## config.mk

```make
export PLATFORM = sky130hd
export DESIGN_NAME = robTop
export DESIGN_NICKNAME = d
export VERILOG_FILES = /design/src/robRegsPkg.sv /design/src/robTypesPkg.sv /design/src/robCtrlIf.sv /design/src/reorderBuffer.sv /design/src/robCtrlRegs.sv /design/src/robTop.sv
export VERILOG_INCLUDE_DIRS = /design/src /design/src/src
export SDC_FILE = /design/constraint.sdc
export NUM_CORES = 1
export LEC_CHECK = 0
export ABC_AREA = 1
export BUFFER_PORTS_ARGS = -buffer_cell sky130_fd_sc_hd__buf_2
export CAP_MARGIN = 10
export CELL_PAD_IN_SITES_DETAIL_PLACEMENT = 2
export CELL_PAD_IN_SITES_GLOBAL_PLACEMENT = 2
export CORE_MARGIN = 5
export CORE_UTILIZATION = 34
export DETAILED_ROUTE_END_ITERATION = 8
export GPL_ROUTABILITY_DRIVEN = 1
export PLACE_DENSITY = 0.79
export REMOVE_ABC_BUFFERS = 1
export SLEW_MARGIN = 20
export SYNTH_ARGS = -nofsm -noshare
export SYNTH_HDL_FRONTEND = slang
export SYNTH_SLANG_ARGS = --single-unit
```

## constraint.sdc

```tcl
create_clock -name clk -period 5.8 [get_ports clk]
set_input_delay 0.58 -clock clk [delete_from_list [all_inputs] [get_ports clk]]
set_output_delay 0.58 -clock clk [all_outputs]
set_load 0.01 [all_outputs]
```

## src/rob_config.svh

```systemverilog
`ifndef ROB_CONFIG_SVH
`define ROB_CONFIG_SVH

// Buffer geometry
`define ROB_DEPTH 16
`define ROB_WIDTH 2
`define ROB_WB_PORTS 2

// Depth index plus one wrap bit
`define ROB_SQN_BITS 5
`define ROB_NAME_BITS 5

// Register port
`define AXI_ADDR_BITS 4
`define AXI_DATA_BITS 32

`endif

```

## src/robRegsPkg.sv

```systemverilog
`include "rob_config.svh"

package robRegsPkg;

    typedef enum logic [`AXI_ADDR_BITS-1:0] {
        regCtrl    = 'h0,
        regStatus  = 'h4,
        regCommits = 'h8,
        regFlushes = 'hC
    } RegAddr;

    // Bit 1 holds commit, bit 0 limits commit to one lane
    typedef struct packed {
        logic holdCommit;
        logic singleWidth;
    } CtrlWord;

    typedef enum logic [1:0] {
        respOkay   = 2'b00,
        respSlvErr = 2'b10
    } AxiResp;

endpackage

```

## src/robTypesPkg.sv

```systemverilog
`include "rob_config.svh"

package robTypesPkg;

    // Sequence number with wrap bit, ages compare by sign of the difference
    typedef logic [`ROB_SQN_BITS-1:0] SqN;

    typedef logic [`ROB_NAME_BITS-1:0] RegNm;

    typedef enum logic [1:0] {
        flagsNone    = 2'd0,
        flagsExcept  = 2'd1,
        flagsMispred = 2'd2
    } CompFlags;

    typedef struct packed {
        logic     valid;
        logic     executed;
        RegNm     dst;
        CompFlags flags;
    } RobEntry;

    typedef enum logic {
        causeExcept  = 1'b0,
        causeMispred = 1'b1
    } FlushCause;

    // True when a is older than b
    function automatic logic sqnBefore(SqN a, SqN b);
        SqN diff;
        diff = a - b;
        return diff[`ROB_SQN_BITS-1];
    endfunction

endpackage

```

## src/robCtrlIf.sv

```systemverilog
`timescale 1ns/1ps
`include "rob_config.svh"

interface robCtrlIf import robRegsPkg::*; ();

    CtrlWord word;
    logic    holdCommit;
    logic    singleWidth;

    logic [`ROB_SQN_BITS-1:0]         occupancy;
    logic [$clog2(`ROB_WIDTH+1)-1:0] commitPulse;
    logic                             flushPulse;

    // Control bits as seen by the buffer
    assign holdCommit  = word.holdCommit;
    assign singleWidth = word.singleWidth;

    modport regs (output word, input occupancy, commitPulse, flushPulse);

    modport rob (input holdCommit, singleWidth, output occupancy, commitPulse, flushPulse);

endinterface

```

## src/reorderBuffer.sv

```systemverilog
`timescale 1ns/1ps
`include "rob_config.svh"

module reorderBuffer import robTypesPkg::*; (
    input  logic                             clk,
    input  logic                             rst,

    input  logic [`ROB_WIDTH-1:0]            dispValid,
    input  RegNm [`ROB_WIDTH-1:0]            dispDst,
    output logic                             dispReady,
    output SqN                               tailSqN,

    input  logic [`ROB_WB_PORTS-1:0]         wbValid,
    input  SqN [`ROB_WB_PORTS-1:0]           wbSqN,
    input  CompFlags [`ROB_WB_PORTS-1:0]     wbFlags,

    output logic [`ROB_WIDTH-1:0]            comValid,
    output SqN [`ROB_WIDTH-1:0]              comSqN,
    output RegNm [`ROB_WIDTH-1:0]            comDst,

    output logic                             flushValid,
    output SqN                               flushSqN,
    output FlushCause                        flushCause,

    robCtrlIf.rob                            ctrl
);

    localparam int IDX_BITS = $clog2(`ROB_DEPTH);
    localparam int CNT_BITS = $clog2(`ROB_WIDTH+1);

    RobEntry entries [`ROB_DEPTH];
    SqN      head;
    SqN      tail;
    SqN      occupancy;

    SqN [`ROB_WIDTH-1:0]  laneSq;
    logic [`ROB_WIDTH-1:0] takeLane;
    logic [CNT_BITS-1:0]  takeCnt;
    logic                 doFlush;
    SqN                   flushAt;
    FlushCause            cause;

    SqN [`ROB_WIDTH-1:0]  dispSq;
    logic [CNT_BITS-1:0]  dispCnt;
    logic [`ROB_WB_PORTS-1:0] wbHit;

    assign occupancy = tail - head;
    assign dispReady = (SqN'(`ROB_DEPTH) - occupancy) >= SqN'(`ROB_WIDTH);
    assign tailSqN   = tail;

    assign ctrl.occupancy  = occupancy;
    assign ctrl.flushPulse = flushValid;

    always_comb begin
        ctrl.commitPulse = '0;
        for (int i = 0; i < `ROB_WIDTH; i++) begin
            ctrl.commitPulse = ctrl.commitPulse + CNT_BITS'(comValid[i]);
        end
    end

    // Oldest entries first, stop at the first one not ready or flagged
    always_comb begin
        logic    stop;
        RobEntry cur;
        stop     = ctrl.holdCommit;
        takeLane = '0;
        takeCnt  = '0;
        doFlush  = 1'b0;
        flushAt  = head;
        cause    = causeExcept;
        for (int i = 0; i < `ROB_WIDTH; i++) begin
            laneSq[i] = head + SqN'(i);
            cur = entries[laneSq[i][IDX_BITS-1:0]];
            if (ctrl.singleWidth && i > 0) begin
                stop = 1'b1;
            end
            if (!stop && cur.valid && cur.executed) begin
                if (cur.flags != flagsExcept) begin
                    takeLane[i] = 1'b1;
                    takeCnt     = takeCnt + 1'b1;
                end
                if (cur.flags != flagsNone) begin
                    doFlush = 1'b1;
                    flushAt = laneSq[i];
                    cause   = (cur.flags == flagsMispred) ? causeMispred : causeExcept;
                    stop    = 1'b1;
                end
            end else begin
                stop = 1'b1;
            end
        end
    end

    // Lanes pack in order from the tail
    always_comb begin
        dispCnt = '0;
        for (int k = 0; k < `ROB_WIDTH; k++) begin
            dispSq[k] = tail + SqN'(dispCnt);
            if (dispValid[k]) begin
                dispCnt = dispCnt + 1'b1;
            end
        end
    end

    // Entries carry no wrap bit, so check the window as well
    always_comb begin
        for (int p = 0; p < `ROB_WB_PORTS; p++) begin
            wbHit[p] = wbValid[p] && entries[wbSqN[p][IDX_BITS-1:0]].valid
                && !sqnBefore(wbSqN[p], head) && sqnBefore(wbSqN[p], tail);
        end
    end

    always_ff @(posedge clk) begin
        if (rst) begin
            head       <= '0;
            tail       <= '0;
            comValid   <= '0;
            flushValid <= 1'b0;
            for (int i = 0; i < `ROB_DEPTH; i++) begin
                entries[i].valid    <= 1'b0;
                entries[i].executed <= 1'b0;
            end
        end else begin
            comValid   <= takeLane;
            flushValid <= doFlush;

            for (int p = 0; p < `ROB_WB_PORTS; p++) begin
                if (wbHit[p]) begin
                    entries[wbSqN[p][IDX_BITS-1:0]].executed <= 1'b1;
                    entries[wbSqN[p][IDX_BITS-1:0]].flags    <= wbFlags[p];
                end
            end

            for (int i = 0; i < `ROB_WIDTH; i++) begin
                if (takeLane[i]) begin
                    entries[laneSq[i][IDX_BITS-1:0]].valid    <= 1'b0;
                    entries[laneSq[i][IDX_BITS-1:0]].executed <= 1'b0;
                end
            end

            head <= head + SqN'(takeCnt);

            if (doFlush) begin
                // Everything older commits this cycle, so the whole buffer empties
                for (int i = 0; i < `ROB_DEPTH; i++) begin
                    entries[i].valid    <= 1'b0;
                    entries[i].executed <= 1'b0;
                end
                tail <= head + SqN'(takeCnt);
            end else if (dispReady) begin
                for (int k = 0; k < `ROB_WIDTH; k++) begin
                    if (dispValid[k]) begin
                        entries[dispSq[k][IDX_BITS-1:0]] <= '{valid: 1'b1, executed: 1'b0,
                            dst: dispDst[k], flags: flagsNone};
                    end
                end
                tail <= tail + SqN'(dispCnt);
            end
        end
    end

    always_ff @(posedge clk) begin
        for (int i = 0; i < `ROB_WIDTH; i++) begin
            comSqN[i] <= laneSq[i];
            comDst[i] <= entries[laneSq[i][IDX_BITS-1:0]].dst;
        end
        flushSqN   <= flushAt;
        flushCause <= cause;
    end

endmodule

```

## src/robCtrlRegs.sv

```systemverilog
`timescale 1ns/1ps
`include "rob_config.svh"

module robCtrlRegs import robRegsPkg::*; (
    input  logic                          clk,
    input  logic                          rst,

    input  logic [`AXI_ADDR_BITS-1:0]     awaddr,
    input  logic                          awvalid,
    output logic                          awready,
    input  logic [`AXI_DATA_BITS-1:0]     wdata,
    input  logic [`AXI_DATA_BITS/8-1:0]   wstrb,
    input  logic                          wvalid,
    output logic                          wready,
    output AxiResp                        bresp,
    output logic                          bvalid,
    input  logic                          bready,

    input  logic [`AXI_ADDR_BITS-1:0]     araddr,
    input  logic                          arvalid,
    output logic                          arready,
    output logic [`AXI_DATA_BITS-1:0]     rdata,
    output AxiResp                        rresp,
    output logic                          rvalid,
    input  logic                          rready,

    robCtrlIf.regs                        ctrl
);

    localparam int DATA_BITS = `AXI_DATA_BITS;

    CtrlWord              ctrlReg;
    logic [DATA_BITS-1:0] commits;
    logic [DATA_BITS-1:0] flushes;

    assign ctrl.word = ctrlReg;

    // Write channel, address and data are taken together
    always_ff @(posedge clk) begin
        if (rst) begin
            awready <= 1'b0;
            wready  <= 1'b0;
            bvalid  <= 1'b0;
            ctrlReg <= '0;
            commits <= '0;
            flushes <= '0;
        end else begin
            commits <= commits + DATA_BITS'(ctrl.commitPulse);
            flushes <= flushes + DATA_BITS'(ctrl.flushPulse);

            if (awready) begin
                awready <= 1'b0;
                wready  <= 1'b0;
                bvalid  <= 1'b1;
                bresp   <= respOkay;
                case (awaddr)
                    regCtrl: begin
                        if (wstrb[0]) begin
                            ctrlReg <= CtrlWord'(wdata[$bits(CtrlWord)-1:0]);
                        end
                    end
                    regCommits: commits <= '0;
                    regFlushes: flushes <= '0;
                    // Status is read-only
                    default: bresp <= respSlvErr;
                endcase
            end else if (awvalid && wvalid && !bvalid) begin
                awready <= 1'b1;
                wready  <= 1'b1;
            end

            if (bvalid && bready) begin
                bvalid <= 1'b0;
            end
        end
    end

    // Read channel
    always_ff @(posedge clk) begin
        if (rst) begin
            arready <= 1'b0;
            rvalid  <= 1'b0;
        end else begin
            if (arready) begin
                arready <= 1'b0;
                rvalid  <= 1'b1;
                rresp   <= respOkay;
                case (araddr)
                    regCtrl:    rdata <= DATA_BITS'(ctrlReg);
                    regStatus:  rdata <= DATA_BITS'(ctrl.occupancy);
                    regCommits: rdata <= commits;
                    regFlushes: rdata <= flushes;
                    default: begin
                        rdata <= '0;
                        rresp <= respSlvErr;
                    end
                endcase
            end else if (arvalid && !rvalid) begin
                arready <= 1'b1;
            end

            if (rvalid && rready) begin
                rvalid <= 1'b0;
            end
        end
    end

endmodule

```

## src/robTop.sv

```systemverilog
`timescale 1ns/1ps
`include "rob_config.svh"

module robTop import robTypesPkg::*; (
    input  logic                           clk,
    input  logic                           rst,

    input  logic [`ROB_WIDTH-1:0]          dispValid,
    input  RegNm [`ROB_WIDTH-1:0]          dispDst,
    output logic                           dispReady,
    output SqN                             tailSqN,

    input  logic [`ROB_WB_PORTS-1:0]       wbValid,
    input  SqN [`ROB_WB_PORTS-1:0]         wbSqN,
    input  CompFlags [`ROB_WB_PORTS-1:0]   wbFlags,

    output logic [`ROB_WIDTH-1:0]          comValid,
    output SqN [`ROB_WIDTH-1:0]            comSqN,
    output RegNm [`ROB_WIDTH-1:0]          comDst,

    output logic                           flushValid,
    output SqN                             flushSqN,
    output FlushCause                      flushCause,

    input  logic [`AXI_ADDR_BITS-1:0]      awaddr,
    input  logic                           awvalid,
    output logic                           awready,
    input  logic [`AXI_DATA_BITS-1:0]      wdata,
    input  logic [`AXI_DATA_BITS/8-1:0]    wstrb,
    input  logic                           wvalid,
    output logic                           wready,
    output logic [1:0]                     bresp,
    output logic                           bvalid,
    input  logic                           bready,
    input  logic [`AXI_ADDR_BITS-1:0]      araddr,
    input  logic                           arvalid,
    output logic                           arready,
    output logic [`AXI_DATA_BITS-1:0]      rdata,
    output logic [1:0]                     rresp,
    output logic                           rvalid,
    input  logic                           rready
);

    robCtrlIf ctrlBus ();

    robCtrlRegs i_robCtrlRegs (
        .clk, .rst,
        .awaddr, .awvalid, .awready, .wdata, .wstrb, .wvalid, .wready,
        .bresp, .bvalid, .bready,
        .araddr, .arvalid, .arready, .rdata, .rresp, .rvalid, .rready,
        .ctrl(ctrlBus.regs)
    );

    reorderBuffer i_reorderBuffer (
        .clk, .rst,
        .dispValid, .dispDst, .dispReady, .tailSqN,
        .wbValid, .wbSqN, .wbFlags,
        .comValid, .comSqN, .comDst,
        .flushValid, .flushSqN, .flushCause,
        .ctrl(ctrlBus.rob)
    );

endmodule

```

==> results of run 1 <==
-- layer usage --
metal,wire (µm),up-vias
met4,3070,0
met2,38600,514
met3,3990,145
li1,-,8553
met5,0,-
met1,33900,9395
-- area by class of cell --
| class | count | area (µm²) |
|---|---|---|
| clock inverters | 12 | 199 |
| repair buffers | 137 | 731 |
| clock buffers | 53 | 975 |
| flip-flops and latches | 288 | 6910 |
| multi-input cells | 1874 | 9000 |
| well taps | 680 | 851 |
| fillers | 6120 | 31300 |
| inverters | 292 | 1100 |
-- sequential cells by signal, indices dropped and copies added, names as in the netlist --
register and cells:
i_reorderBuffer.comDst 10, i_reorderBuffer.comSqN 10, i_reorderBuffer.comValid 2, i_reorderBuffer.ctrl.flushPulse 1, i_reorderBuffer.entries 144, i_reorderBuffer.flushCause 1
i_reorderBuffer.flushSqN 5, i_reorderBuffer.head 5, i_reorderBuffer.tailSqN 5, i_robCtrlRegs.arready 1, i_robCtrlRegs.awready 1, i_robCtrlRegs.bresp 1
i_robCtrlRegs.bvalid 1, i_robCtrlRegs.commits 32, i_robCtrlRegs.ctrl.word 2, i_robCtrlRegs.flushes 32, i_robCtrlRegs.rdata 32, i_robCtrlRegs.rresp 1
i_robCtrlRegs.rvalid 1, i_robCtrlRegs.wready 1
-- power groups by stage --
stage	sequential (mW)	clock, mW	combinational, mW
CTS	2.41	2.38	1.35
global route	2.43	2.46	1.49
detailed placement	2.45	0	1.33
finish	2.41	2.34	1.36
floorplan	2.43	0	0.795
global placement	2.44	0	1.25
-- cell families after synthesis --
| family | Yosys count | share of synthesized area |
|---|---|---|
| AOI/OAI and AO/OA | 446 | 0.141 |
| muxes | 1 | 0.000644 |
| buffers and inverters | 395 | 0.0915 |
| other | 1 | 0.000214 |
| adders and majority gates | 39 | 0.0296 |
| DFF | 288 | 0.395 |
| xor gates and xnor gates | 24 | 0.0120 |
| and+or+nand+nor | 1362 | 0.330 |
-- worst paths after layout --
kind / startpoint / endpoint / slack [ns] / cells past startpoint
max: i_reorderBuffer.head[0]$_SDFF_PP0_ / i_reorderBuffer.entries[15][5]$_DFFE_PP_ / 0.71 / 15
min: bready / i_robCtrlRegs.bvalid$_SDFFE_PP0P_ / 0.21 / 2
max reg2reg: i_reorderBuffer.head[0]$_SDFF_PP0_ / i_reorderBuffer.entries[15][5]$_DFFE_PP_ / 0.71 / 15
min reg2reg: i_robCtrlRegs.wready$_SDFFE_PP0P_ / i_robCtrlRegs.wready$_SDFFE_PP0P_ / 0.45 / 2
-- layout by cell type, fill, tap and decap left out, types with 21 or more instances in the layout --
master                      count
sky130_fd_sc_hd__a21oi_1      162
sky130_fd_sc_hd__buf_2        119
sky130_fd_sc_hd__clkbuf_16     36
sky130_fd_sc_hd__dfxtp_1      172
sky130_fd_sc_hd__edfxtp_1     114
sky130_fd_sc_hd__ha_1          34
sky130_fd_sc_hd__inv_1        269
sky130_fd_sc_hd__nand2_1      666
sky130_fd_sc_hd__nand3_1      209
sky130_fd_sc_hd__nand4_1       23
sky130_fd_sc_hd__nor2_1       336
sky130_fd_sc_hd__nor3_1        58
sky130_fd_sc_hd__o21ai_0      156
sky130_fd_sc_hd__o21ai_1       21
sky130_fd_sc_hd__o22ai_1       42
-- critical path: stages, from the launching register on --
cell and delay [ns]:
sky130_fd_sc_hd__dfxtp_4 0.75, sky130_fd_sc_hd__inv_4 0.04, sky130_fd_sc_hd__ha_2 0.60, sky130_fd_sc_hd__buf_4 0.62, sky130_fd_sc_hd__nand3_1 0.16, sky130_fd_sc_hd__nand2_1 0.11, sky130_fd_sc_hd__nand2_1 0.06, sky130_fd_sc_hd__nand2_1 0.13
sky130_fd_sc_hd__nand2_1 0.08, sky130_fd_sc_hd__nand3_1 0.10, sky130_fd_sc_hd__nor2_2 0.07, sky130_fd_sc_hd__nand3_4 0.15, sky130_fd_sc_hd__nand3_4 0.31, sky130_fd_sc_hd__nor2_4 0.53, sky130_fd_sc_hd__nand2_1 0.40, sky130_fd_sc_hd__nand2_1 0.57
-- through the flow --
step / area [µm²] / setup slack (ns) / power [mW] / TNS (ns) / utilization
after global placement: 18600 / 0.890 / 3.69 / 0 / 0.364
final: 19800 / 0.713 / 6.11 / 0 / 0.387
after detailed placement: 18600 / 0.752 / 3.78 / 0 / 0.364
after global routing: 19800 / 0.441 / 6.38 / 0 / 0.387
after floorplan: 17000 / -3.13 / 3.22 / -683.70 / -
after CTS: 19800 / 0.738 / 6.13 / 0 / 0.387
==> run_summary.xml, run 1 <==
<?xml version="1.0" encoding="UTF-8"?>
<metrics>
  <group name="power_and_ir_drop">
    <metric name="peak_ir_drop_on_the_vdd_network" unit="mV">0.173</metric>
    <metric name="switchingPower" unit="mW">2.04</metric>
    <metric name="power_frac_comb" unit="">0.222</metric>
    <metric name="power_leakage" unit="nW">8.38</metric>
    <metric name="p_int" unit="mW">4.07</metric>
    <metric name="seqPwrFrac" unit="">0.394</metric>
    <metric name="power_density" unit="nW/µm²">309</metric>
    <metric name="switching_share" unit="">0.334</metric>
    <metric name="clk_pwr_share" unit="">0.384</metric>
  </group>
  <group name="sta">
    <metric name="holdWs" unit="ns">0.211</metric>
    <metric name="maxSlewHeadroom" unit="">0.339</metric>
    <metric name="tightest_slew" unit="ns">0.990</metric>
    <metric name="final-max-slew-violation-count" unit="">0</metric>
    <metric name="layout_worst_path_cycle_share" unit="">0.877</metric>
    <metric name="worst_skew" unit="ns">0.0339</metric>
    <metric name="layout_min_cycle_time" unit="ns">5.09</metric>
    <metric name="final-setup-viol-count" unit="">0</metric>
    <metric name="hold_violations" unit="">0</metric>
    <metric name="rsz0062_at_grt" unit="">false</metric>
    <metric name="fmax" unit="GHz">0.197</metric>
  </group>
  <group name="die">
    <metric name="floorplan.initialDensity" unit="">0.342</metric>
    <metric name="placeableCoreArea" unit="µm²">51100</metric>
    <metric name="die_area" unit="µm²">56100</metric>
    <metric name="boundaryPins" unit="">155</metric>
    <metric name="die_y" unit="µm">237</metric>
    <metric name="chipWidth" unit="µm">237</metric>
    <metric name="std_cell_rows" unit="">83</metric>
  </group>
  <group name="cts">
    <metric name="cts_sinks" unit="">288</metric>
    <metric name="worst_case_clock_buffer_depth" unit="">3</metric>
    <metric name="number_of_buffers_added_by_the_clock_tree_synthesis_step" unit="">36</metric>
    <metric name="post_cts_hold_buffer_count" unit="">0</metric>
    <metric name="clk_pin_slew" unit="ns">0.06</metric>
    <metric name="cts_resized" unit="">0</metric>
    <metric name="later_pin_clock_latency_in_the_skew_report" unit="ns">0.58</metric>
    <metric name="cts_setup_buffers" unit="">0</metric>
    <metric name="tritoncts" unit="">built</metric>
    <metric name="h-tree-depth" unit="">2</metric>
    <metric name="cts_root_buffer" unit="">sky130_fd_sc_hd__clkbuf_16</metric>
  </group>
  <group name="synthesis">
    <metric name="synth_cell_type_count" unit="">55</metric>
    <metric name="synth_cells" unit="">2556</metric>
    <metric name="syn-cell-area" unit="µm²">17500</metric>
    <metric name="postSynthRegisterBits" unit="">288</metric>
    <metric name="synthesis.area_per_instance" unit="µm²">6.84</metric>
    <metric name="synthMostInstantiatedCell" unit="">sky130_fd_sc_hd__nand2_1</metric>
    <metric name="ys_seq_area_frac" unit="">0.395</metric>
    <metric name="synth_top_area_frac" unit="">0.199</metric>
    <metric name="synth_enable_flop_cells" unit="">114</metric>
    <metric name="synth_ff_type" unit="">sky130_fd_sc_hd__dfxtp_1</metric>
    <metric name="ys_top_cells_by_count" unit="">666 x sky130_fd_sc_hd__nand2_1, 338 x sky130_fd_sc_hd__nor2_1, 269 x sky130_fd_sc_hd__inv_1</metric>
    <metric name="yosys-top-cells-area" unit="">sky130_fd_sc_hd__dfxtp_1 20%, sky130_fd_sc_hd__edfxtp_1 20%, sky130_fd_sc_hd__nand2_1 14%</metric>
    <metric name="leading_area_contributor_after_synthesis" unit="">sky130_fd_sc_hd__dfxtp_1</metric>
    <metric name="synth.yosys.warnings" unit="">0</metric>
    <metric name="async_reset_ff_frac" unit="">0</metric>
  </group>
  <group name="placement">
    <metric name="gpl.final_weighted_congestion" unit="">0.931</metric>
    <metric name="place.detailed.hpwl" unit="µm">59400</metric>
    <metric name="place.detailed.instances" unit="">3271</metric>
    <metric name="placement.io_buffers" unit="">119</metric>
  </group>
  <group name="detailed_routing">
    <metric name="route.antenna.remaining_nets" unit="">0</metric>
    <metric name="route.final.wire_length" unit="µm">79500</metric>
    <metric name="first_pass_detailed_route_iteration_total" unit="">6</metric>
    <metric name="routed_via_density" unit="">5.58</metric>
    <metric name="route.detailed.drc" unit="">0</metric>
    <metric name="wl_per_cell" unit="µm">23.8</metric>
    <metric name="num_vias" unit="">18607</metric>
    <metric name="drt_first_iter_violations" unit="">1138</metric>
  </group>
  <group name="critical_path">
    <metric name="crit_path_max_fanout" unit="">54</metric>
    <metric name="cp_data_required_time" unit="ns">6.01</metric>
    <metric name="cp.arrival" unit="ns">5.29</metric>
    <metric name="critPathKind" unit="">reg2reg</metric>
    <metric name="cp-start-kind" unit="">flop</metric>
    <metric name="worst_setup_path_end_kind" unit="">flop</metric>
  </group>
  <group name="grt">
    <metric name="globalRouteMet1Util" unit="">0.346</metric>
    <metric name="top_usage_layer" unit="">met2</metric>
    <metric name="via_count_of_the_first_global_routing_pass" unit="">20024</metric>
    <metric name="grt_overflow" unit="">0</metric>
    <metric name="grt_first_pass_wirelength" unit="µm">120000</metric>
    <metric name="global_route.usage.met3" unit="">0.0381</metric>
    <metric name="use_met2" unit="">0.477</metric>
    <metric name="grt_start_max_net_pins" unit="">76</metric>
    <metric name="grt_use_total" unit="">0.274</metric>
    <metric name="antenna_found_initial" unit="">2</metric>
  </group>
  <group name="layout">
    <metric name="num_antenna_cells" unit="">0</metric>
    <metric name="nNetsFinal" unit="">2747</metric>
    <metric name="area_growth" unit="%">13.0</metric>
    <metric name="final_layout_size_suffix_gt1_frac" unit="">0.0979</metric>
    <metric name="finish.cell_count_without_fillers" unit="">3336</metric>
  </group>
  <group name="flow_run">
    <metric name="maxCapViolCount" unit="">0</metric>
  </group>
  <group name="outcome">
    <metric name="status" unit="">completed</metric>
  </group>
  <group name="worst_hold_path">
    <metric name="holdCritPathClass" unit="">in2reg</metric>
  </group>
</metrics>
No activity file was read; power rests on OpenSTA's default activity.
==> run 2: changes to the inputs <==
Settings changed: CELL_PAD_IN_SITES_DETAIL_PLACEMENT 2 to 1, CELL_PAD_IN_SITES_GLOBAL_PLACEMENT 2 to 1, CORE_UTILIZATION 34 to 44.
==> run 2 against run 1 <==
  * Register-to-register slack improved by 0.15 ns
  * Final cell count fell by 4.5%
  * Power is 0.88% lower
  * Cell area decreased by 0.63%
  * Non-clock buffer count rose by 4
  * Clock-buffer cell count decreased by 4
  * Largest cell class unchanged
==> run_summary.xml, run 2 (synthesis gave the netlist of run 1 again) <==
<?xml version="1.0" encoding="UTF-8"?>
<metrics>
  <group name="placement">
    <metric name="place.detailed.hpwl" unit="µm">52400</metric>
    <metric name="place.detailed.instances" unit="">3120</metric>
    <metric name="gpl.final_weighted_congestion" unit="">0.982</metric>
    <metric name="placement.io_buffers" unit="">119</metric>
  </group>
  <group name="sta">
    <metric name="maxSlewHeadroom" unit="">0.244</metric>
    <metric name="setup-tns-final" unit="ns">0</metric>
    <metric name="layout_worst_path_cycle_share" unit="">0.852</metric>
    <metric name="worst_skew" unit="ns">0.0226</metric>
    <metric name="final-setup-viol-count" unit="">0</metric>
    <metric name="layout_min_cycle_time" unit="ns">4.94</metric>
    <metric name="final-max-slew-violation-count" unit="">0</metric>
    <metric name="hold_violations" unit="">0</metric>
    <metric name="rsz0062_at_grt" unit="">false</metric>
    <metric name="tightest_slew" unit="ns">1.12</metric>
    <metric name="fmax" unit="GHz">0.202</metric>
  </group>
  <group name="layout">
    <metric name="registers.top_by_ff_count" unit="">i_reorderBuffer.entries</metric>
    <metric name="nNetsFinal" unit="">2752</metric>
    <metric name="num_antenna_cells" unit="">0</metric>
    <metric name="final_layout_size_suffix_gt1_frac" unit="">0.103</metric>
    <metric name="finish.cell_count_without_fillers" unit="">3187</metric>
    <metric name="most-common-layout-cells" unit="">666 x sky130_fd_sc_hd__nand2_1, 336 x sky130_fd_sc_hd__nor2_1, 269 x sky130_fd_sc_hd__inv_1, 209 x sky130_fd_sc_hd__nand3_1, 172 x sky130_fd_sc_hd__dfxtp_1</metric>
    <metric name="fillers" unit="">5211</metric>
    <metric name="largest_reg_flops" unit="">144</metric>
    <metric name="final_common_cell" unit="">sky130_fd_sc_hd__nand2_1</metric>
    <metric name="area_growth" unit="%">12.3</metric>
    <metric name="multiInputGateArea" unit="µm²">9000</metric>
    <metric name="storage_cell_area" unit="µm²">6910</metric>
  </group>
  <group name="cts">
    <metric name="worst_case_clock_buffer_depth" unit="">3</metric>
    <metric name="tritoncts" unit="">built</metric>
    <metric name="cts_resized" unit="">0</metric>
    <metric name="cts_root_buffer" unit="">sky130_fd_sc_hd__clkbuf_16</metric>
    <metric name="h-tree-depth" unit="">2</metric>
    <metric name="later_pin_clock_latency_in_the_skew_report" unit="ns">0.57</metric>
    <metric name="number_of_buffers_added_by_the_clock_tree_synthesis_step" unit="">37</metric>
    <metric name="clk_pin_slew" unit="ns">0.06</metric>
    <metric name="cts_sinks" unit="">288</metric>
    <metric name="post_cts_hold_buffer_count" unit="">0</metric>
    <metric name="cts_setup_buffers" unit="">0</metric>
  </group>
  <group name="grt">
    <metric name="grt_start_max_net_pins" unit="">82</metric>
    <metric name="grt_use_total" unit="">0.321</metric>
    <metric name="antenna_found_initial" unit="">0</metric>
    <metric name="via_count_of_the_first_global_routing_pass" unit="">18745</metric>
    <metric name="grt_first_pass_wirelength" unit="µm">110000</metric>
    <metric name="grt_overflow" unit="">0</metric>
  </group>
  <group name="flow_run">
    <metric name="maxCapViolCount" unit="">0</metric>
  </group>
  <group name="worst_hold_path">
    <metric name="worst_hold_startpoint" unit="">bready</metric>
    <metric name="holdCritPathClass" unit="">in2reg</metric>
  </group>
  <group name="die">
    <metric name="die_area" unit="µm²">43800</metric>
    <metric name="placeableCoreArea" unit="µm²">39500</metric>
    <metric name="boundaryPins" unit="">155</metric>
    <metric name="chipWidth" unit="µm">209</metric>
    <metric name="die_y" unit="µm">209</metric>
    <metric name="std_cell_rows" unit="">73</metric>
    <metric name="floorplan.initialDensity" unit="">0.442</metric>
  </group>
  <group name="critical_path">
    <metric name="cp_data_required_time" unit="ns">6.00</metric>
    <metric name="cp-start-kind" unit="">flop</metric>
    <metric name="worst_setup_path_end_kind" unit="">flop</metric>
    <metric name="crit_path_max_fanout" unit="">68</metric>
    <metric name="critPathKind" unit="">reg2reg</metric>
    <metric name="cp.arrival" unit="ns">5.14</metric>
    <metric name="critical_path.reg2reg.startpoint" unit="">i_reorderBuffer.head[0]$_SDFF_PP0_</metric>
    <metric name="worst_setup_path_startpoint" unit="">i_reorderBuffer.head[0]$_SDFF_PP0_</metric>
  </group>
  <group name="detailed_routing">
    <metric name="route.antenna.remaining_nets" unit="">0</metric>
    <metric name="drt_first_iter_violations" unit="">1658</metric>
    <metric name="route.final.wire_length" unit="µm">72300</metric>
    <metric name="first_pass_detailed_route_iteration_total" unit="">5</metric>
    <metric name="routed_via_density" unit="">5.84</metric>
    <metric name="num_vias" unit="">18606</metric>
    <metric name="route.detailed.drc" unit="">0</metric>
    <metric name="wl_per_cell" unit="µm">22.7</metric>
  </group>
  <group name="power_and_ir_drop">
    <metric name="p_int" unit="mW">4.05</metric>
    <metric name="power_frac_comb" unit="">0.215</metric>
    <metric name="clk_pwr_share" unit="">0.387</metric>
    <metric name="power_leakage" unit="nW">8.43</metric>
    <metric name="switching_share" unit="">0.331</metric>
    <metric name="switchingPower" unit="mW">2.00</metric>
    <metric name="seqPwrFrac" unit="">0.398</metric>
    <metric name="peak_ir_drop_on_the_vdd_network" unit="mV">0.244</metric>
    <metric name="totalPowerFinal" unit="mW">6.05</metric>
    <metric name="power_density" unit="nW/µm²">308</metric>
  </group>
  <group name="outcome">
    <metric name="status" unit="">completed</metric>
  </group>
</metrics>
-- run 2: cell types whose count changed in the layout (fill, tap and decap cells not counted), sizes merged --
cell,previous run,this run
inv,289,292
buf,137,141
clkbuf,53,49
clkinvlp,0,1
clkinv,10,15
bufinv,5,2
-- run 2: metrics by stage --
step / util / hold WS [ns] / instance area, µm² / setup slack [ns]
after floorplan: - / 0.437 / 17000 / -3.13
after global placement: 0.466 / 0.439 / 18400 / 1.13
after detailed placement: 0.466 / 0.452 / 18400 / 0.994
after CTS: 0.497 / 0.169 / 19600 / 0.979
after global routing: 0.497 / 0.198 / 19600 / 0.581
final: 0.497 / 0.188 / 19600 / 0.861
-- run 2: path summary, 6_finish.rpt --
check	slack (ns)	to	cells after the start
worst max-delay path	0.86	i_reorderBuffer.entries[1][6]$_DFFE_PP_	17
worst min-delay path	0.19	i_robCtrlRegs.bvalid$_SDFFE_PP0P_	2
worst max register to register	0.86	i_reorderBuffer.entries[1][6]$_DFFE_PP_	17
worst min register to register	0.45	i_robCtrlRegs.wready$_SDFFE_PP0P_	2
-- run 2: power groups by stage --
stage | Clock [mW] | Combinational (mW) | Sequential [mW]
CTS | 2.37 | 1.28 | 2.41
global placement | 0 | 1.21 | 2.44
finish | 2.34 | 1.30 | 2.41
detailed placement | 0 | 1.27 | 2.45
floorplan | 0 | 0.795 | 2.43
global route | 2.46 | 1.44 | 2.42
-- run 2: layer usage --
metal / vias up / routed length [µm] / global-route usage
li1: 8587 / - / -
met1: 9140 / 30300 / 0.422
met2: 709 / 33500 / 0.528
met3: 170 / 5070 / 0.0436
met4: 0 / 3460 / 0.147
met5: - / 0 / 0
-- run 2: area by class of cell --
cell class	instances	share of cell area
Multi-Input combinational cell	1874	0.458
Tap cell	525	0.0334
Inverter	292	0.0559
Clock inverter	18	0.00841
Sequential cell	288	0.352
Clock buffer	49	0.0536
Timing Repair Buffer	141	0.0387
-- run 2: worst max-delay path, cell delays in order, from the launching register on --
cell                      delay (ns)
sky130_fd_sc_hd__dfxtp_4        0.58
sky130_fd_sc_hd__buf_4          0.64
sky130_fd_sc_hd__buf_4          0.70
sky130_fd_sc_hd__nand2_1        0.11
sky130_fd_sc_hd__nand3_1        0.14
sky130_fd_sc_hd__nand2_1        0.08
sky130_fd_sc_hd__nand2_1        0.07
sky130_fd_sc_hd__nand2_1        0.06
sky130_fd_sc_hd__inv_1          0.05
sky130_fd_sc_hd__nand2_1        0.06
sky130_fd_sc_hd__nand2_1        0.12
sky130_fd_sc_hd__nor2_2         0.08
sky130_fd_sc_hd__nand3_4        0.14
sky130_fd_sc_hd__nand3_4        0.31
sky130_fd_sc_hd__nor2_4         0.48
sky130_fd_sc_hd__buf_4          0.27
sky130_fd_sc_hd__nand3_2        0.21
sky130_fd_sc_hd__o21ai_2        0.37
==> run 3: changes to the inputs <==
Settings changed: ABC_AREA 1 to 0, CORE_UTILIZATION 44 to 45, PLACE_DENSITY 0.79 to 0.75.
==> run 3 against run 2 <==
  * Sequential cell count is the same
  * Non-clock buffer count grew 13
  * Global-route usage shrank 4.4 points
  * Clock power shrank 5%
  * Worst setup slack gained 0.0093 ns
  * Worst hold slack gained 0.045 ns
  * Final cell count shrank 31%
  * Combinational power shrank 41%
==> run_summary.xml, run 3 <==
<?xml version="1.0" encoding="UTF-8"?>
<metrics>
  <group name="outcome">
    <metric name="status" unit="">completed</metric>
  </group>
  <group name="sta">
    <metric name="rsz0062_at_grt" unit="">false</metric>
    <metric name="hold_violations" unit="">0</metric>
    <metric name="layout_min_cycle_time" unit="ns">4.93</metric>
    <metric name="fmax" unit="GHz">0.203</metric>
    <metric name="layout_worst_path_cycle_share" unit="">0.850</metric>
    <metric name="setup-tns-final" unit="ns">0</metric>
    <metric name="final.setup.worst_slack" unit="ns">0.870</metric>
    <metric name="tightest_slew" unit="ns">1.15</metric>
    <metric name="worst_skew" unit="ns">0.0171</metric>
    <metric name="final-max-slew-violation-count" unit="">0</metric>
    <metric name="maxSlewHeadroom" unit="">0.225</metric>
    <metric name="final-setup-viol-count" unit="">0</metric>
  </group>
  <group name="power_and_ir_drop">
    <metric name="power_density" unit="nW/µm²">282</metric>
    <metric name="power_frac_comb" unit="">0.147</metric>
    <metric name="p_int" unit="mW">3.79</metric>
    <metric name="totalPowerFinal" unit="mW">5.28</metric>
    <metric name="switchingPower" unit="mW">1.49</metric>
    <metric name="power_leakage" unit="nW">6.42</metric>
    <metric name="seqPwrFrac" unit="">0.434</metric>
    <metric name="clk_pwr_share" unit="">0.420</metric>
    <metric name="switching_share" unit="">0.282</metric>
    <metric name="peak_ir_drop_on_the_vdd_network" unit="mV">0.152</metric>
  </group>
  <group name="grt">
    <metric name="globalRouteMet1Util" unit="">0.365</metric>
    <metric name="via_count_of_the_first_global_routing_pass" unit="">14758</metric>
    <metric name="grt_first_pass_wirelength" unit="µm">88400</metric>
    <metric name="top_usage_layer" unit="">met2</metric>
    <metric name="grt_use_total" unit="">0.277</metric>
    <metric name="grt_overflow" unit="">0</metric>
    <metric name="grt_start_max_net_pins" unit="">43</metric>
    <metric name="antenna_found_initial" unit="">2</metric>
    <metric name="global_route.usage.met3" unit="">0.0482</metric>
    <metric name="use_met2" unit="">0.463</metric>
  </group>
  <group name="synthesis">
    <metric name="leading_area_contributor_after_synthesis" unit="">sky130_fd_sc_hd__dfxtp_1</metric>
    <metric name="synthesis.area_per_instance" unit="µm²">10.2</metric>
    <metric name="ys_seq_area_frac" unit="">0.418</metric>
    <metric name="synth_ff_type" unit="">sky130_fd_sc_hd__dfxtp_1</metric>
    <metric name="async_reset_ff_frac" unit="">0</metric>
    <metric name="synth_enable_flop_cells" unit="">114</metric>
    <metric name="syn-cell-area" unit="µm²">16500</metric>
    <metric name="synthMostInstantiatedCell" unit="">sky130_fd_sc_hd__dfxtp_1</metric>
    <metric name="synth.yosys.warnings" unit="">0</metric>
    <metric name="ys_top_cells_by_count" unit="">174 x sky130_fd_sc_hd__dfxtp_1, 161 x sky130_fd_sc_hd__nor2_1, 114 x sky130_fd_sc_hd__edfxtp_1</metric>
    <metric name="synth_cell_type_count" unit="">81</metric>
    <metric name="postSynthRegisterBits" unit="">288</metric>
    <metric name="synth_top_area_frac" unit="">0.211</metric>
    <metric name="yosys-top-cells-area" unit="">sky130_fd_sc_hd__dfxtp_1 21%, sky130_fd_sc_hd__edfxtp_1 21%, sky130_fd_sc_hd__mux4_2 11%</metric>
    <metric name="synth_cells" unit="">1623</metric>
  </group>
  <group name="layout">
    <metric name="final_area" unit="µm²">18700</metric>
    <metric name="nNetsFinal" unit="">1829</metric>
    <metric name="finish.cell_count_without_fillers" unit="">2207</metric>
    <metric name="final_common_cell" unit="">sky130_fd_sc_hd__dfxtp_1</metric>
    <metric name="largest_reg_flops" unit="">144</metric>
    <metric name="most-common-layout-cells" unit="">172 x sky130_fd_sc_hd__dfxtp_1, 160 x sky130_fd_sc_hd__nor2_1, 119 x sky130_fd_sc_hd__buf_2, 114 x sky130_fd_sc_hd__edfxtp_1, 110 x sky130_fd_sc_hd__nand2_1</metric>
    <metric name="registers.top_by_ff_count" unit="">i_reorderBuffer.entries</metric>
    <metric name="area_growth" unit="%">13.2</metric>
    <metric name="final_layout_size_suffix_gt1_frac" unit="">0.207</metric>
  </group>
  <group name="critical_path">
    <metric name="cp_data_required_time" unit="ns">6.04</metric>
    <metric name="cp-start-kind" unit="">flop</metric>
    <metric name="worst_path_dominant_cell_family" unit="">buffers and inverters</metric>
    <metric name="cpMostUsedCell" unit="">sky130_fd_sc_hd__buf_4</metric>
    <metric name="cp.arrival" unit="ns">5.17</metric>
    <metric name="cp_num_buf_inv" unit="">5</metric>
    <metric name="cpMaxStageDelayCell" unit="">sky130_fd_sc_hd__ha_2</metric>
    <metric name="crit_path_max_fanout" unit="">29</metric>
    <metric name="crit_path_max_incr_delay" unit="ns">0.81</metric>
    <metric name="cell_depth_of_the_worst_setup_path" unit="">12</metric>
    <metric name="cp_cell_sequence" unit="">inv_1 -&gt; buf_4 -&gt; ha_2 -&gt; buf_4 -&gt; o211ai_1 -&gt; a211o_1 -&gt; nand4b_1 -&gt; a211o_1 -&gt; nand3_2 -&gt; buf_4 -&gt; nor2_1 -&gt; buf_4</metric>
    <metric name="critPathKind" unit="">reg2reg</metric>
    <metric name="worst_setup_path_end_kind" unit="">flop</metric>
    <metric name="timing.reg2reg.worst_path_depth" unit="">12</metric>
  </group>
  <group name="placement">
    <metric name="place.detailed.hpwl" unit="µm">41900</metric>
    <metric name="gpl.final_weighted_congestion" unit="">0.944</metric>
    <metric name="placed_area" unit="µm²">17500</metric>
    <metric name="placement.io_buffers" unit="">119</metric>
    <metric name="detailedPlace.worstSlack" unit="ns">0.970</metric>
    <metric name="place.detailed.instances" unit="">2143</metric>
  </group>
  <group name="detailed_routing">
    <metric name="num_vias" unit="">14477</metric>
    <metric name="route.antenna.remaining_nets" unit="">0</metric>
    <metric name="routed_via_density" unit="">6.56</metric>
    <metric name="route.detailed.drc" unit="">0</metric>
    <metric name="route.final.wire_length" unit="µm">58100</metric>
    <metric name="wl_per_cell" unit="µm">26.3</metric>
    <metric name="drt_first_iter_violations" unit="">1372</metric>
    <metric name="first_pass_detailed_route_iteration_total" unit="">5</metric>
  </group>
  <group name="worst_hold_path">
    <metric name="holdCritPathClass" unit="">in2reg</metric>
    <metric name="whs_path_depth" unit="">2</metric>
  </group>
  <group name="die">
    <metric name="floorplan.initialDensity" unit="">0.453</metric>
    <metric name="placeableCoreArea" unit="µm²">36400</metric>
    <metric name="die_y" unit="µm">202</metric>
    <metric name="chipWidth" unit="µm">202</metric>
    <metric name="std_cell_rows" unit="">70</metric>
    <metric name="die_area" unit="µm²">40600</metric>
    <metric name="boundaryPins" unit="">155</metric>
  </group>
  <group name="cts">
    <metric name="h-tree-depth" unit="">2</metric>
    <metric name="number_of_buffers_added_by_the_clock_tree_synthesis_step" unit="">34</metric>
    <metric name="cts_root_buffer" unit="">sky130_fd_sc_hd__clkbuf_16</metric>
    <metric name="post_cts_hold_buffer_count" unit="">0</metric>
    <metric name="worst_case_clock_buffer_depth" unit="">3</metric>
    <metric name="cts_resized" unit="">0</metric>
    <metric name="cts_setup_buffers" unit="">0</metric>
    <metric name="tritoncts" unit="">built</metric>
    <metric name="cts_sinks" unit="">288</metric>
    <metric name="clk_pin_slew" unit="ns">0.06</metric>
    <metric name="later_pin_clock_latency_in_the_skew_report" unit="ns">0.53</metric>
  </group>
  <group name="flow_run">
    <metric name="maxCapViolCount" unit="">0</metric>
  </group>
</metrics>
-- run 3: metal layers --
metal | part of all wire | vias up
li1 | - | 6321
met1 | 0.40 | 7291
met2 | 0.47 | 711
met3 | 0.087 | 152
met4 | 0.035 | 2
met5 | 0.00022 | -
-- run 3: worst reg2reg max path, cell delays in order, from the launching register on --
cell and delay (ns):
sky130_fd_sc_hd__dfxtp_2 0.50, sky130_fd_sc_hd__inv_1 0.09, sky130_fd_sc_hd__buf_4 0.20, sky130_fd_sc_hd__ha_2 0.82
sky130_fd_sc_hd__buf_4 0.60, sky130_fd_sc_hd__o211ai_1 0.20, sky130_fd_sc_hd__a211o_1 0.30, sky130_fd_sc_hd__nand4b_1 0.20
sky130_fd_sc_hd__a211o_1 0.25, sky130_fd_sc_hd__nand3_2 0.38, sky130_fd_sc_hd__buf_4 0.39, sky130_fd_sc_hd__nor2_1 0.45
sky130_fd_sc_hd__buf_4 0.26
-- run 3: cell families after synthesis --
family / after synthesis / synth area share
simple gates: 640 / 0.198
compound gates: 298 / 0.133
buf+inv: 153 / 0.0392
flops: 288 / 0.418
xor+xnor: 76 / 0.0408
fa+ha+maj: 39 / 0.0314
other cells: 1 / 0.000227
mux: 128 / 0.140
-- run 3: final timing paths --
check / from / to / slack, ns
min: bready / i_robCtrlRegs.bvalid$_SDFFE_PP0P_ / 0.23
min reg2reg: i_robCtrlRegs.wready$_SDFFE_PP0P_ / i_robCtrlRegs.wready$_SDFFE_PP0P_ / 0.48
max: i_reorderBuffer.head[1]$_SDFF_PP0_ / i_reorderBuffer.entries[10][3]$_DFFE_PP_ / 0.87
max reg2reg: i_reorderBuffer.head[1]$_SDFF_PP0_ / i_reorderBuffer.entries[10][3]$_DFFE_PP_ / 0.87
-- run 3: area by class of cell --
| class | count | area (µm²) |
|---|---|---|
| diodes | 3 | 7.51 |
| fillers | 4054 | 17700 |
| repair buffers | 154 | 858 |
| well taps | 468 | 586 |
| inverters | 50 | 188 |
| clock inverters | 13 | 150 |
| flip-flops and latches | 288 | 6910 |
| multi-input cells | 1183 | 9010 |
| clock buffers | 48 | 986 |
-- run 3: stage by stage --
stage               hold slack (ns)  utilization
CTS                           0.221        0.513
floorplan                     0.465            -
global placement              0.448        0.481
global route                  0.242        0.513
finish                        0.233        0.513
detailed placement            0.460        0.482
-- run 3: power by group through the flow --
stage	Combinational, mW	Clock [mW]	Sequential [mW]
2_1_floorplan	0.429	0	2.31
3_3_place_gp	0.721	0	2.32
3_5_place_dp	0.744	0	2.33
4_1_cts	0.754	2.24	2.28
5_1_grt	0.821	2.33	2.30
6_report	0.773	2.22	2.29
